==> config.mk <==
export PLATFORM = sky130hd
export DESIGN_NAME = dataMux
export DESIGN_NICKNAME = d
export VERILOG_FILES = /design/src/source/busCyclePkg.sv /design/src/source/dataPathPkg.sv /design/src/source/dlBusIf.sv /design/src/source/busKeeper.sv /design/src/source/busSampler.sv /design/src/source/dlResolver.sv /design/src/source/busDriver.sv /design/src/source/dataMux.sv
export VERILOG_INCLUDE_DIRS = /design/src /design/src/source
export SDC_FILE = /design/constraint.sdc
export NUM_CORES = 1
export LEC_CHECK = 0
export BUFFER_PORTS_ARGS = -buffer_cell sky130_fd_sc_hd__buf_2
export CAP_MARGIN = 25
export CORE_ASPECT_RATIO = 0.75
export CORE_MARGIN = 4
export CORE_UTILIZATION = 47
export CTS_BUF_LIST = sky130_fd_sc_hd__clkbuf_4 sky130_fd_sc_hd__clkbuf_8
export CTS_CLUSTER_DIAMETER = 150
export DETAILED_ROUTE_END_ITERATION = 10
export GPL_TIMING_DRIVEN = 0
export PLACE_DENSITY = 0.86
export SETUP_SLACK_MARGIN = 0.02
export SYNTH_ARGS = -nofsm -noshare
export SYNTH_HDL_FRONTEND = slang
export SYNTH_SLANG_ARGS = --single-unit
==> constraint.sdc <==
create_clock -name CLK -period 1 [get_ports CLK]
set_input_delay 0.05 -clock CLK [delete_from_list [all_inputs] [get_ports CLK]]
set_output_delay 0.05 -clock CLK [all_outputs]
set_load 0.05 [all_outputs]
==> src/source/sm83_macros.svh <==
`ifndef SM83_MACROS_SVH
`define SM83_MACROS_SVH

// width of both the internal DL bus and the external D bus
`define DATA_WIDTH 8

// DL floats high when nobody pulls it down
`define PRECHARGE_VALUE {`DATA_WIDTH{1'b1}}

// D bus value after reset, before the first write cycle
`define EXT_RESET_VALUE {`DATA_WIDTH{1'b0}}

`endif

==> src/source/busCyclePkg.sv <==
`default_nettype none

`include "sm83_macros.svh"

// what the core does on the external data bus in one cycle
package busCyclePkg;

	// encoded as {rd, wr} so the decode stays trivial
	typedef enum logic [1:0] {
		cycleIdle     = 2'b00, // no access
		cycleRead     = 2'b10, // D -> DL
		cycleWrite    = 2'b01, // DL -> D
		cycleConflict = 2'b11  // rd and wr together, nothing gets driven
	} cycleKindT;

	// what the bridge puts on the D pins
	typedef struct packed {
		logic [`DATA_WIDTH-1:0] data; // byte on D
		logic                   oe;   // pins actively driven
	} extDriveT;

endpackage

`default_nettype wire

==> src/source/dataPathPkg.sv <==
`default_nettype none

`include "sm83_macros.svh"

// everything that can pull the internal DL bus low
package dataPathPkg;

	// one enable per open-drain source on DL
	typedef struct packed {
		logic aluEn; // ALU result onto DL (resToDl)
		logic extEn; // latched D byte onto DL on an internal read
		logic dvEn;  // DV operand onto DL during a write
	} dlSourcesT;

	// values the sources hold while DL resolves
	typedef struct packed {
		logic [`DATA_WIDTH-1:0] res; // ALU result
		logic [`DATA_WIDTH-1:0] ext; // last byte read from D
		logic [`DATA_WIDTH-1:0] dv;  // ALU operand 2
	} dlOperandsT;

	// the source count, handy when checking the enable record
	localparam int unsigned DL_SOURCE_COUNT = $bits(dlSourcesT);

endpackage

`default_nettype wire

==> src/source/dlBusIf.sv <==
`default_nettype none

`include "sm83_macros.svh"

// one bus cycle in flight between two pipeline stages
interface dlBusIf;

	busCyclePkg::cycleKindT  kind;       // rd/wr classification
	logic                    busDisable; // Test1, keeps the core off D
	dataPathPkg::dlSourcesT  sources;    // which sources pull DL
	dataPathPkg::dlOperandsT operands;   // their values
	logic [`DATA_WIDTH-1:0]  dl;         // resolved DL byte
	logic                    dlDriven;   // at least one source was on

	// sampler -> resolver, before DL is known
	modport sampledProducer (output kind, output busDisable, output sources, output operands);
	modport sampledConsumer (input kind, input busDisable, input sources, input operands);

	// resolver -> driver, DL already settled
	modport resolvedProducer (output kind, output busDisable, output dl, output dlDriven);
	modport resolvedConsumer (input kind, input busDisable, input dl, input dlDriven);

endinterface

`default_nettype wire

==> src/source/busKeeper.sv <==
`default_nettype none

// holds whatever was last put on it, like the keeper cells on the real buses
module busKeeper #(
	parameter type payloadT = logic [7:0] // byte by default
) (
	input  wire          CLK,
	input  wire          rstN,
	input  wire          load, // take d on this edge
	input  wire payloadT d,
	output payloadT      q
);

	always_ff @(posedge CLK) begin
		if (!rstN) begin
			q <= '0; // keepers start out empty
		end else if (load) begin
			q <= d;
		end
		// no load, old value stays
	end

endmodule

`default_nettype wire

==> src/source/busSampler.sv <==
`default_nettype none

`include "sm83_macros.svh"

// stage 1: look at rd/wr and the decoder levels, decide who may pull DL
module busSampler (
	input  wire                   CLK,
	input  wire                   rstN,
	input  wire                   rd,         // external read strobe
	input  wire                   wr,         // external write strobe
	input  wire                   ieSelect,   // IE register access, D is not read
	input  wire                   busDisable, // Test1
	input  wire                   resToDl,    // ALU result -> DL
	input  wire [`DATA_WIDTH-1:0] res,        // ALU result, always valid
	input  wire                   dataOut,    // DV -> DL on writes
	input  wire [`DATA_WIDTH-1:0] dv,         // ALU operand 2
	input  wire [`DATA_WIDTH-1:0] extIn,      // D pins as seen from the core
	dlBusIf.sampledProducer       sampled
);

	busCyclePkg::cycleKindT kindNext;
	dataPathPkg::dlSourcesT sourcesNext;
	logic                   intRead;  // read that really reaches DL
	logic                   extLoad;
	logic [`DATA_WIDTH-1:0] extKept;  // D byte from the last read
	logic [`DATA_WIDTH-1:0] resQ;
	logic [`DATA_WIDTH-1:0] dvQ;

	always_comb begin
		case ({rd, wr})
			2'b10:   kindNext = busCyclePkg::cycleRead;
			2'b01:   kindNext = busCyclePkg::cycleWrite;
			2'b11:   kindNext = busCyclePkg::cycleConflict; // both strobes, treat as no access
			default: kindNext = busCyclePkg::cycleIdle;
		endcase
	end

	// IE reads come from inside, and Test1 cuts D off entirely
	assign intRead = (kindNext == busCyclePkg::cycleRead) && !ieSelect && !busDisable;

	assign sourcesNext.aluEn = resToDl;
	assign sourcesNext.extEn = intRead;
	assign sourcesNext.dvEn  = (kindNext == busCyclePkg::cycleWrite) && dataOut;

	// D is captured on every read, even an IE one, same as the pin latch
	assign extLoad = (kindNext == busCyclePkg::cycleRead);

	busKeeper #(
		.payloadT(logic [`DATA_WIDTH-1:0])
	) extKeeper (
		.CLK (CLK),
		.rstN(rstN),
		.load(extLoad),
		.d   (extIn),
		.q   (extKept) // already one edge late, lines up with the flops below
	);

	always_ff @(posedge CLK) begin
		if (!rstN) begin
			sampled.kind       <= busCyclePkg::cycleIdle;
			sampled.busDisable <= 1'b0;
			sampled.sources    <= '0; // nobody on DL after reset
		end else begin
			sampled.kind       <= kindNext;
			sampled.busDisable <= busDisable;
			sampled.sources    <= sourcesNext;
		end
	end

	// operand bytes only matter when their enable is set
	always_ff @(posedge CLK) begin
		resQ <= res;
		dvQ  <= dv;
	end

	assign sampled.operands = '{res: resQ, ext: extKept, dv: dvQ};

endmodule

`default_nettype wire

==> src/source/dlResolver.sv <==
`default_nettype none

`include "sm83_macros.svh"

// stage 2: DL is precharged high and every enabled source pulls its zeros low
module dlResolver (
	input  wire              CLK,
	input  wire              rstN,
	dlBusIf.sampledConsumer  sampled,
	dlBusIf.resolvedProducer resolved
);

	logic [`DATA_WIDTH-1:0] dlNext;
	logic                   drivenNext;
	logic [`DATA_WIDTH-1:0] aluPull;  // ones where the ALU leaves DL alone
	logic [`DATA_WIDTH-1:0] extPull;
	logic [`DATA_WIDTH-1:0] dvPull;

	// a disabled source looks like all ones, so it drops out of the AND
	assign aluPull = sampled.sources.aluEn ? sampled.operands.res : `PRECHARGE_VALUE;
	assign extPull = sampled.sources.extEn ? sampled.operands.ext : `PRECHARGE_VALUE;
	assign dvPull  = sampled.sources.dvEn  ? sampled.operands.dv  : `PRECHARGE_VALUE;

	always_comb begin
		dlNext = `PRECHARGE_VALUE;   // precharge phase
		dlNext = dlNext & aluPull;   // open-drain pull-downs, any zero wins
		dlNext = dlNext & extPull;
		dlNext = dlNext & dvPull;
		drivenNext = |sampled.sources;
	end

	always_ff @(posedge CLK) begin
		if (!rstN) begin
			resolved.dl       <= `PRECHARGE_VALUE;
			resolved.dlDriven <= 1'b0;
			resolved.kind     <= busCyclePkg::cycleIdle;
			resolved.busDisable <= 1'b0;
		end else begin
			resolved.dl       <= dlNext;
			resolved.dlDriven <= drivenNext;
			// carried along so stage 3 acts on the cycle this DL belongs to
			resolved.kind       <= sampled.kind;
			resolved.busDisable <= sampled.busDisable;
		end
	end

endmodule

`default_nettype wire

==> src/source/busDriver.sv <==
`default_nettype none

`include "sm83_macros.svh"

// stage 3: put DL onto D for a write, otherwise release the pins
module busDriver (
	input  wire                    CLK,
	input  wire                    rstN,
	dlBusIf.resolvedConsumer       resolved,
	output logic [`DATA_WIDTH-1:0] extOut, // D byte
	output logic                   extOe   // D pins enabled
);

	logic                  writeNow;  // write that is allowed onto D
	busCyclePkg::extDriveT driveNext;
	busCyclePkg::extDriveT driveKept; // last write, survives idle cycles
	logic                  oeQ;

	// Test1 keeps the core off the pins even during a write
	assign writeNow = (resolved.kind == busCyclePkg::cycleWrite) && !resolved.busDisable;

	assign driveNext = '{data: resolved.dl, oe: 1'b1};

	busKeeper #(
		.payloadT(busCyclePkg::extDriveT)
	) driveKeeper (
		.CLK (CLK),
		.rstN(rstN),
		.load(writeNow),
		.d   (driveNext),
		.q   (driveKept)
	);

	// the keeper never forgets its enable, this flop drops it after the write
	always_ff @(posedge CLK) begin
		if (!rstN) begin
			oeQ <= 1'b0;
		end else begin
			oeQ <= writeNow;
		end
	end

	assign extOut = driveKept.data;         // held byte, like the D bus keeper
	assign extOe  = oeQ & driveKept.oe;     // only in the cycle after a write

endmodule

`default_nettype wire

==> src/source/dataMux.sv <==
`default_nettype none

`include "sm83_macros.svh"

// SM83 data bus bridge between internal DL and external D
// three stages: sample, resolve, drive
module dataMux (
	input  wire                    CLK,
	input  wire                    rstN,
	input  wire                    busDisable, // Test1 pin
	input  wire                    resToDl,    // decoder, ALU result -> DL
	input  wire [`DATA_WIDTH-1:0]  res,        // ALU result
	input  wire                    dataOut,    // decoder, DV -> DL
	input  wire [`DATA_WIDTH-1:0]  dv,         // ALU operand 2
	input  wire                    rd,
	input  wire                    wr,
	input  wire                    ieSelect,   // access hits the IE register
	input  wire [`DATA_WIDTH-1:0]  extIn,      // D pins, input side
	output logic [`DATA_WIDTH-1:0] extOut,     // D pins, output side
	output logic                   extOe,      // D pins, enable
	output logic [`DATA_WIDTH-1:0] dl,         // internal bus, two edges after inputs
	output logic                   dlDriven    // some source pulled DL
);

	dlBusIf sampled ();  // stage 1 -> stage 2
	dlBusIf resolved (); // stage 2 -> stage 3

	busSampler sampler (
		.CLK       (CLK),
		.rstN      (rstN),
		.rd        (rd),
		.wr        (wr),
		.ieSelect  (ieSelect),
		.busDisable(busDisable),
		.resToDl   (resToDl),
		.res       (res),
		.dataOut   (dataOut),
		.dv        (dv),
		.extIn     (extIn),
		.sampled   (sampled.sampledProducer)
	);

	dlResolver resolver (
		.CLK     (CLK),
		.rstN    (rstN),
		.sampled (sampled.sampledConsumer),
		.resolved(resolved.resolvedProducer)
	);

	busDriver driver (
		.CLK     (CLK),
		.rstN    (rstN),
		.resolved(resolved.resolvedConsumer),
		.extOut  (extOut),
		.extOe   (extOe)
	);

	// DL itself is visible outside, mainly for the rest of the core
	assign dl       = resolved.dl;
	assign dlDriven = resolved.dlDriven;

endmodule

`default_nettype wire

==> results of run 1 <==
==> synthesized netlist by cell type (all sizes together) <==
master and n:
dfxtp 52, nand2 24, o21ai 16, buf 14
and2 9, a21boi 8, nand3 8, nor2 8
o22ai 8, inv 3, and3b 1, clkbuf 1
nand2b 1, nor2b 1, nor3b 1, nor4b 1
o21a 1, o31a 1
==> repair_timing <==
| item | 4_1_cts | 5_1_grt |
|---|---|---|
| setup endpoints to repair | 24 | 28 |
| gates cloned | 1 | 0 |
| pin swaps | 5 | 3 |
| gates resized for setup | 43 | 26 |
| buffers inserted | 3 | 0 |
| hold buffers | 29 | 0 |
| hold endpoints to repair | 29 | 0 |
==> critical path, delay by kind of cell (launching register included) <==
family,cells,cell delay (ps)
AO/OA/AOI/OAI,1,70
flip-flops,1,340
AND/OR/NAND/NOR,2,300
buffers and inverters,2,270
==> area by class of cell <==
cell class              instances  area [um2]  area share [%]
multi-input cells              88         514            20.7
inverters                       3        11.3           0.454
plain buffers                   9        61.3            2.47
repair buffers                 82         701            28.2
flip-flops and latches         52        1050            42.4
well taps                      40        50.0            2.02
clock buffers                   6        76.3            3.07
clock inverters                 2        16.3           0.655
==> sequential cells by signal, indices dropped and copies added, names as in the netlist <==
register,count
driver.driveKeeper.q,9
resolver.resolved.dl,8
sampler.dvQ,8
sampler.extKeeper.q,8
sampler.resQ,8
sampler.sampled.sources,3
resolver.resolved.kind,2
sampler.sampled.kind,2
driver.oeQ,1
resolver.resolved.busDisable,1
resolver.resolved.dlDriven,1
sampler.sampled.busDisable,1
==> through the flow <==
step / hold slack (ps) / instances / TNS (ps) / cell area, um2 / util [%]
after floorplan: 77.7 / 158 / -0.648 / 1640 / -
after global placement: 153 / 247 / -626 / 1940 / 58.5
after detailed placement: 154 / 247 / -837 / 1940 / 58.5
after CTS: 3.71 / 288 / -16.2 / 2460 / 74.3
after global routing: 3.38 / 282 / -606 / 2480 / 75.0
final: 18.5 / 282 / -81.2 / 2480 / 75.0
==> logic make-up (layout without fill, tap and decap cells) <==
family,after synthesis,after routing,share of synthesized area (%)
flops,52,52,63.5
buf+inv,18,102,7.17
simple gates,54,54,16.6
compound gates,34,34,12.8
==> final timing paths <==
kind | start | endpoint | cells after the start
hold / removal | extIn[0] | sampler.extKeeper.q[0] | 3
hold reg to reg | sampler.sampled.kind[0] | resolver.resolved.kind[0] | 1
setup reg to reg | resolver.resolved.busDisable | driver.driveKeeper.q[2] | 5
setup / recovery | resolver.resolved.busDisable | driver.driveKeeper.q[2] | 5
==> power breakdown <==
group | total, mW | internal (mW) | switching (mW)
registers | 2.22 | 2.17 | 0.0519
clock network | 1.20 | 0.526 | 0.674
logic | 0.520 | 0.261 | 0.259
==> layer usage <==
metal / wire [um] / global-route usage, % / part of all wire (%) / up-vias
met1: 1640 / 20.0 / 40 / 627
met2: 2080 / 34.1 / 51 / 52
li1: - / - / - / 680
met3: 277 / 6.08 / 6.8 / 7
met5: 0 / 0 / 0 / -
met4: 47 / 5.24 / 1.2 / 0
==> reports/results.txt, run 1 <==
commonest non-fill, non-tap cell in the layout: dfxtp_1
DRT iter0 DRCs: 90
Tcrit/Tclk final: 103%
most frequent cells in the layout: dfxtp_1, buf_2, dlygate4sd3_1, nand2_1, buf_6
fillcell total: 221
initial antenna violation count: 0
worst slack at placement: -107 ps
total power: 3.94 mW
pwr/cell area: 1590 mW/mm2
register area share after synthesis: 63.5%
CP arrival: 1280 ps
Tmin final: 1030 ps
layout cells sized above 1: 38.4%
Synth Instances: 158
critical path's most frequent cell: buf_6
final slew viol count: 0
yosys warns: 0
CORE AREA: 0.00331 mm2
worst vdd ir: 1.45 mV
clk root buf: clkbuf_8
Reg2Reg Setup Slack: -30 ps
Die Span Y: 59.2 um
CTS tree: yes
CP required: 1250 ps
status: finished with violations
Crit path largest cell delay: 340 ps
vias per inst: 4.84
DP Wirelength: 2.38 mm
worst-margin pin slew: 416 ps
number of unique standard cell types used by synthesis: 24
failing checks: setup timing
Max-cap violations: 0
largest net degree at the start of global routing: 17
CTS Buf Count: 5
critical path, cell by cell: nor3b_4 > buf_6 > buf_6 > nand3_2 > o21ai_1
post-DR wirelength/cell: 14.4 um
wire length of the first global-routing pass: 6.20 mm
grt ovf: 0
Final Hold Viols: 0
detailed-route DRC error count: 0
via count: 1366
Layout area overhead: 51.3%
Final #Nets: 273
# H-tree levels: 2
clock skew: 12.9 ps
Hold Crit Class: input port to flop
synth top area cells: dfxtp_1, nand2_1, o21ai_0, buf_4, a21boi_0
CP endpoint kind: flop
GRT Util Overall: 18.3%
DRT Wirelength: 4.05 mm
synthesis-stage register bit count: 52
maximum clock path buffer count: 2
highest clock rate: 971 MHz
slew margin rel.: 72.2%
unrepaired setup endpoints after global routing: true
share of the synthesized area in the top cell type: 63.5%
antenna cells: 0
mapped cell area: 0.00164 mm2
syn_area_per_cell: 10.4 um2
setup violators final: 4
Rows: 18
Pleak: 1.05 nW
clock sink total: 52
later-pin clock latency in the skew report: 310 ps
initial core utilization: 49.5%
area of the die: 0.00451 mm2
maximum fanout along the worst path: 5
vias in the first global route: 1313
Ports: 50
final antenna-violating net count: 0
leading area contributor after synthesis: dfxtp_1
Syn Nets: 190
worst setup path category: flop to flop
Slowest-stage cell, CP: dfxtp_2
Die W: 76.2 um
gpl congestion: 0.748
Port Buffer Count: 49
TritonRoute pass-1 iters: 4
Clock transition at path regs: 100 ps
Critical Path Start Type: flop
final setup margin: -29.8 ps
No activity file was read; power rests on OpenSTA's default activity.
==> inputs of run 2 (changes only) <==
--- a/config.mk
+++ b/config.mk
@@ -16,6 +16,7 @@
 export DETAILED_ROUTE_END_ITERATION = 10
 export GPL_TIMING_DRIVEN = 0
 export PLACE_DENSITY = 0.86
+export REMOVE_ABC_BUFFERS = 1
 export SETUP_SLACK_MARGIN = 0.02
 export SYNTH_ARGS = -nofsm -noshare
 export SYNTH_HDL_FRONTEND = slang
==> run 2 against run 1 <==
Against the previous run: the run still ends with setup timing left; register-to-register slack is essentially flat; final cell count shrank 5.0%; clock-buffer cell count is the same; first-iteration DRC count shrank 42%; clock skew shrank 4.6 ps; global-route usage shrank 2.8 points; wire length shrank 14%.
==> reports/results.txt, run 2 (synthesis gave the netlist of run 1 again) <==
status: finished with violations
failing checks: setup timing
worst-margin pin slew: 661 ps
Layout area overhead: 39.4%
placed inst area: 0.00183 mm2
slew margin rel.: 55.9%
fillcell total: 246
unrepaired setup endpoints after global routing: true
grt ovf: 0
post-route cell area: 0.00229 mm2
setup violators final: 2
DRT Wirelength: 3.50 mm
Top Metal Used: met4
met3 wire length: 251 um
Net Sw Power: 0.941 mW
initial core utilization: 49.5%
via count: 1272
clk root buf: clkbuf_8
final slew viol count: 0
antenna cells: 0
Clk network pwr share: 30.8%
DRT iter0 DRCs: 52
Hold Crit Class: input port to flop
CP required: 1240 ps
switching share of power: 24.5%
Port Buffer Count: 49
DP Wirelength: 2.07 mm
Reg2Reg Setup Slack: -40 ps
pwr/cell area: 1680 mW/mm2
area of the die: 0.00451 mm2
Tmin final: 1040 ps
internal power: 2.90 mW
Seq pwr share: 57.7%
CP arrival: 1280 ps
maximum fanout along the worst path: 4
CTS tree: yes
CTS Buf Count: 5
layout cells sized above 1: 34.2%
wire length on met2: 1.64 mm
CP endpoint kind: flop
final antenna-violating net count: 0
Die Span Y: 59.2 um
Tcrit/Tclk final: 104%
post-DR wirelength/cell: 13.0 um
Clock transition at path regs: 90 ps
Final Hold Viols: 0
maximum clock path buffer count: 2
Final #Nets: 259
# H-tree levels: 2
total power: 3.84 mW
max FFs per register: 9
Max-cap violations: 0
Cells on Worst Hold Path: 3
worst setup path category: flop to flop
clock sink total: 52
Setup TNS: -81.4 ps
Pleak: 0.968 nW
Die W: 76.2 um
gpl congestion: 0.763
GRT Util Overall: 15.4%
vias in the first global route: 1166
combinational share of power: 11.5%
Ports: 50
final setup margin: -43.2 ps
TritonRoute pass-1 iters: 4
Critical Path Start Type: flop
clock skew: 8.28 ps
most frequent cells in the layout: dfxtp_1, buf_2, nand2_1, dlygate4sd3_1, o21ai_0
largest net degree at the start of global routing: 44
detailed-route DRC error count: 0
vias per inst: 4.75
CORE AREA: 0.00331 mm2
Top reg by flops: driver.driveKeeper.q
highest clock rate: 959 MHz
later-pin clock latency in the skew report: 300 ps
worst vdd ir: 1.14 mV
worst reg-to-reg path cell count: 5
met1 WL: 1.54 mm
wire length of the first global-routing pass: 5.46 mm
initial antenna violation count: 0
commonest non-fill, non-tap cell in the layout: dfxtp_1
Rows: 18
-- run 2: changes by cell type in the layout (fill, tap and decap cells not counted), sizes merged --
cell	previous run	this run
clkbuf	9	13
buf	59	46
dlygate4sd3	29	24
-- run 2: area by class of cell --
| type | instances | area [um2] | area share (%) |
|---|---|---|---|
| Clock buffer | 6 | 76.3 | 3.34 |
| Timing Repair Buffer | 77 | 573 | 25.1 |
| Clock inverter | 2 | 16.3 | 0.711 |
| Inverter | 3 | 11.3 | 0.492 |
| Sequential cell | 52 | 1040 | 45.7 |
| Tap cell | 40 | 50.0 | 2.19 |
| Multi-Input combinational cell | 88 | 515 | 22.5 |
-- run 2: power by group through the flow --
stage,Clock [mW],Combinational [mW],Sequential [mW]
floorplan,0,0.0863,2.36
global placement,0,0.324,2.25
detailed placement,0,0.330,2.26
CTS,1.21,0.415,2.21
global route,1.30,0.475,2.23
finish,1.18,0.441,2.21
-- run 2: path summary, 6_finish.rpt --
kind / start / to
max: resolver.resolved.kind[1] / driver.driveKeeper.q[4]
min: extIn[0] / sampler.extKeeper.q[0]
max reg2reg: resolver.resolved.kind[1] / driver.driveKeeper.q[4]
min reg2reg: driver.driveKeeper.q[3] / driver.driveKeeper.q[3]
-- run 2: what timing repair did --
| item | CTS | global route |
|---|---|---|
| pin swaps | 2 | 3 |
| setup buffers | 2 | 2 |
| hold buffers | 24 | 0 |
| gates resized for setup | 10 | 25 |
| endpoints found under the setup margin | 15 | 21 |
| hold endpoints to repair | 24 | 0 |
-- run 2: worst max-delay path, stage by stage, from the launching register on --
cell	delay, ps
dfxtp_2	330
nor3b_4	240
buf_4	150
buf_6	100
nand3_1	70
o21ai_1	100
-- run 2: stage by stage --
step / instances / util [%] / setup WS (ps) / hold slack, ps
floorplan: 143 / - / -53.3 / 77.7
global placement: 232 / 55.3 / -183 / 152
detailed placement: 232 / 55.3 / -259 / 154
CTS: 266 / 66.8 / 21.5 / 0.913
global route: 268 / 69.1 / -95.3 / 17.5
finish: 268 / 69.1 / -43.2 / 16.9
-- run 2: metal layers --
metal  GRT usage, %  vias up
met3           5.02        7
met1           19.1      566
met5              0        -
met2           25.6       47
li1               -      652
met4           5.49        0
==> inputs of run 3 (changes only) <==
--- a/config.mk
+++ b/config.mk
@@ -6,16 +6,17 @@
 export SDC_FILE = /design/constraint.sdc
 export NUM_CORES = 1
 export LEC_CHECK = 0
-export BUFFER_PORTS_ARGS = -buffer_cell sky130_fd_sc_hd__buf_2
+export ABC_AREA = 1
+export BUFFER_PORTS_ARGS = -buffer_cell sky130_fd_sc_hd__buf_4
 export CAP_MARGIN = 25
 export CORE_ASPECT_RATIO = 0.75
 export CORE_MARGIN = 4
-export CORE_UTILIZATION = 47
+export CORE_UTILIZATION = 53
 export CTS_BUF_LIST = sky130_fd_sc_hd__clkbuf_4 sky130_fd_sc_hd__clkbuf_8
 export CTS_CLUSTER_DIAMETER = 150
 export DETAILED_ROUTE_END_ITERATION = 10
 export GPL_TIMING_DRIVEN = 0
-export PLACE_DENSITY = 0.86
+export PLACE_DENSITY = 0.9
 export REMOVE_ABC_BUFFERS = 1
 export SETUP_SLACK_MARGIN = 0.02
 export SYNTH_ARGS = -nofsm -noshare
==> constraint.sdc (replaced) <==
create_clock -name CLK -period 1.11 [get_ports CLK]
set_input_delay 0.0555 -clock CLK [delete_from_list [all_inputs] [get_ports CLK]]
set_output_delay 0.0555 -clock CLK [all_outputs]
set_load 0.05 [all_outputs]
==> run 3 against run 2 <==
Against the previous run: the run now ends clean; first-iteration DRC count rose by 48%; via count rose by 12%; critical path depth rose by 2; combinational power rose by 7.7%; power rose by 2.4%; die area fell by 4.0%; worst setup slack improved by 150 ps; wire length rose by 14%; critical path type is now input port to flop; largest cell class unchanged; highest routed layer unchanged.
==> reports/results.txt, run 3 <==
CTS tree: yes
highest clock rate: 994 MHz
vias per inst: 4.60
Clock transition at path regs: 90 ps
CORE AREA: 0.00306 mm2
worst-margin pin slew: 333 ps
most frequent cells in the layout: dfxtp_1, buf_4, nand2_1, nor2_1, dlygate4sd3_1
final antenna-violating net count: 0
worst setup path category: input port to flop
clock skew: 6.22 ps
clock sink total: 52
share of the synthesized area in the top cell type: 59.0%
Die W: 74.6 um
total power: 3.93 mW
wire length of the first global-routing pass: 6.39 mm
pwr/cell area: 1580 mW/mm2
layout cells sized above 1: 32.4%
DRT Wirelength: 4.00 mm
final std cells w/o fill: 310
Global Route met2 Usage: 37.7%
CP required: 1350 ps
Synth Instances: 201
post-route cell area: 0.00248 mm2
met1 usage: 20.9%
max FFs per register: 9
TritonRoute pass-1 iters: 4
initial core utilization: 57.6%
Setup Buffers After CTS: 0
later-pin clock latency in the skew report: 300 ps
ys flop type: dfxtp_1
Final #Nets: 304
most common library cells after synthesis: dfxtp_1, nand2_1, nor2_1
Critical Path Start Type: input port
register area share after synthesis: 59.0%
dpl cells: 276
fillcell total: 210
synth top area cells: dfxtp_1, or2_2, nand2_1, nor2_1, inv_1
Post-synth EDFFs: 0
GR Util met3: 6.93%
Tcrit/Tclk final: 90.7%
# H-tree levels: 2
area of the die: 0.00433 mm2
DRT iter0 DRCs: 77
final setup margin: 104 ps
Async SR Flop Fraction: 0%
final slew viol count: 0
initial antenna violation count: 0
count leader, synth: dfxtp_1
mapped cell area: 0.00177 mm2
CP endpoint kind: flop
grt ovf: 0
Hold Crit Class: input port to flop
GRT Util Overall: 20.1%
Endpoint, Worst Hold: sampler.extKeeper.q[7]
capturing point of the worst reg2reg path: resolver.resolved.dl[4]
Setup TNS: 0 ps
Reg2Reg Setup Slack: 120 ps
syn_area_per_cell: 8.78 um2
maximum fanout along the worst path: 10
Hold Slack: 5.89 ps
Ports: 50
Cells on Worst Hold Path: 3
Max-cap violations: 0
Die Span Y: 58.0 um
worst reg-to-reg path cell count: 4
leading area contributor after synthesis: dfxtp_1
Layout area overhead: 40.7%
status: complete, no violations
Final Hold Viols: 0
placed inst area: 0.00208 mm2
final core occ: 81.1%
vias in the first global route: 1389
Tmin final: 1010 ps
antenna cells: 0
setup violators final: 0
yosys warns: 0
synthesis-stage register bit count: 52
detailed-route DRC error count: 0
via count: 1425
Pleak: 1.20 nW
DP Wirelength: 2.23 mm
worst slack at placement: 106 ps
Rows: 17
worst vdd ir: 0.970 mV
gpl congestion: 0.674
clk root buf: clkbuf_8
CTS Buf Count: 5
post-DR wirelength/cell: 12.9 um
RR Startpoint: sampler.sampled.sources[0]
busiest layer in global routing: met2
largest net degree at the start of global routing: 34
commonest non-fill, non-tap cell in the layout: dfxtp_1
maximum clock path buffer count: 2
Port Buffer Count: 49
CP arrival: 1250 ps
slew margin rel.: 77.8%
Worst Hold Launch: extIn[7]
unrepaired setup endpoints after global routing: false
Top reg by flops: driver.driveKeeper.q
number of unique standard cell types used by synthesis: 15
==> run 3: repair_timing <==
action	4_1_cts	5_1_grt
endpoints found under the hold margin	27	0
resized for setup	0	4
hold buffers	27	0
setup endpoints to repair	0	9
==> run 3: power breakdown <==
part           switching, mW  internal (mW)  total [mW]
Sequential            0.0360           1.96        2.00
Clock                  0.571          0.886        1.46
Combinational          0.251          0.223       0.475
==> run 3: worst max-delay path: stages <==
cell	delay, ps
dlygate4sd3_1	540
buf_4	140
inv_1	90
nand2_4	110
inv_2	160
nor2_1	60
nor2_1	100
==> run 3: final cells by class <==
class	instances	area, um2	area share (%)
clock buffers	5	68.8	2.77
flip-flops and latches	52	1040	41.9
multi-input cells	113	538	21.7
clock inverters	2	60.1	2.42
repair buffers	76	638	25.7
well taps	38	47.5	1.91
inverters	24	90.1	3.63
==> run 3: worst max-delay path by stage <==
stage | to | startpoint | cells after the start | slack, ps
2_1_floorplan | driver.driveKeeper.q[1] | driver.driveKeeper.q[1] | 4 | 190
3_3_place_gp | resolver.resolved.dl[0] | sampler.sampled.sources[0] | 4 | 110
3_5_place_dp | resolver.resolved.dl[0] | sampler.sampled.sources[0] | 4 | 110
4_1_cts | resolver.resolved.dl[4] | sampler.sampled.sources[2] | 4 | 40
5_1_grt | sampler.extKeeper.q[4] | wr | 7 | 50
6_report | sampler.extKeeper.q[7] | wr | 7 | 100
==> run 3: cells by family (layout without fill, tap and decap cells) <==
logic type / Yosys count / count (layout) / synth area share (%)
DFF: 52 / 52 / 59.0
and+or+nand+nor: 103 / 103 / 27.3
buffers and inverters: 36 / 107 / 10.8
AOI/OAI and AO/OA: 10 / 10 / 2.91
==> run 3: routing by layer <==
| layer | vias to the layer above | share of wire, % |
|---|---|---|
| met4 | 0 | 1.4 |
| met2 | 48 | 54 |
| li1 | 732 | - |
| met5 | - | 0 |
| met1 | 636 | 38 |
| met3 | 9 | 6.8 |
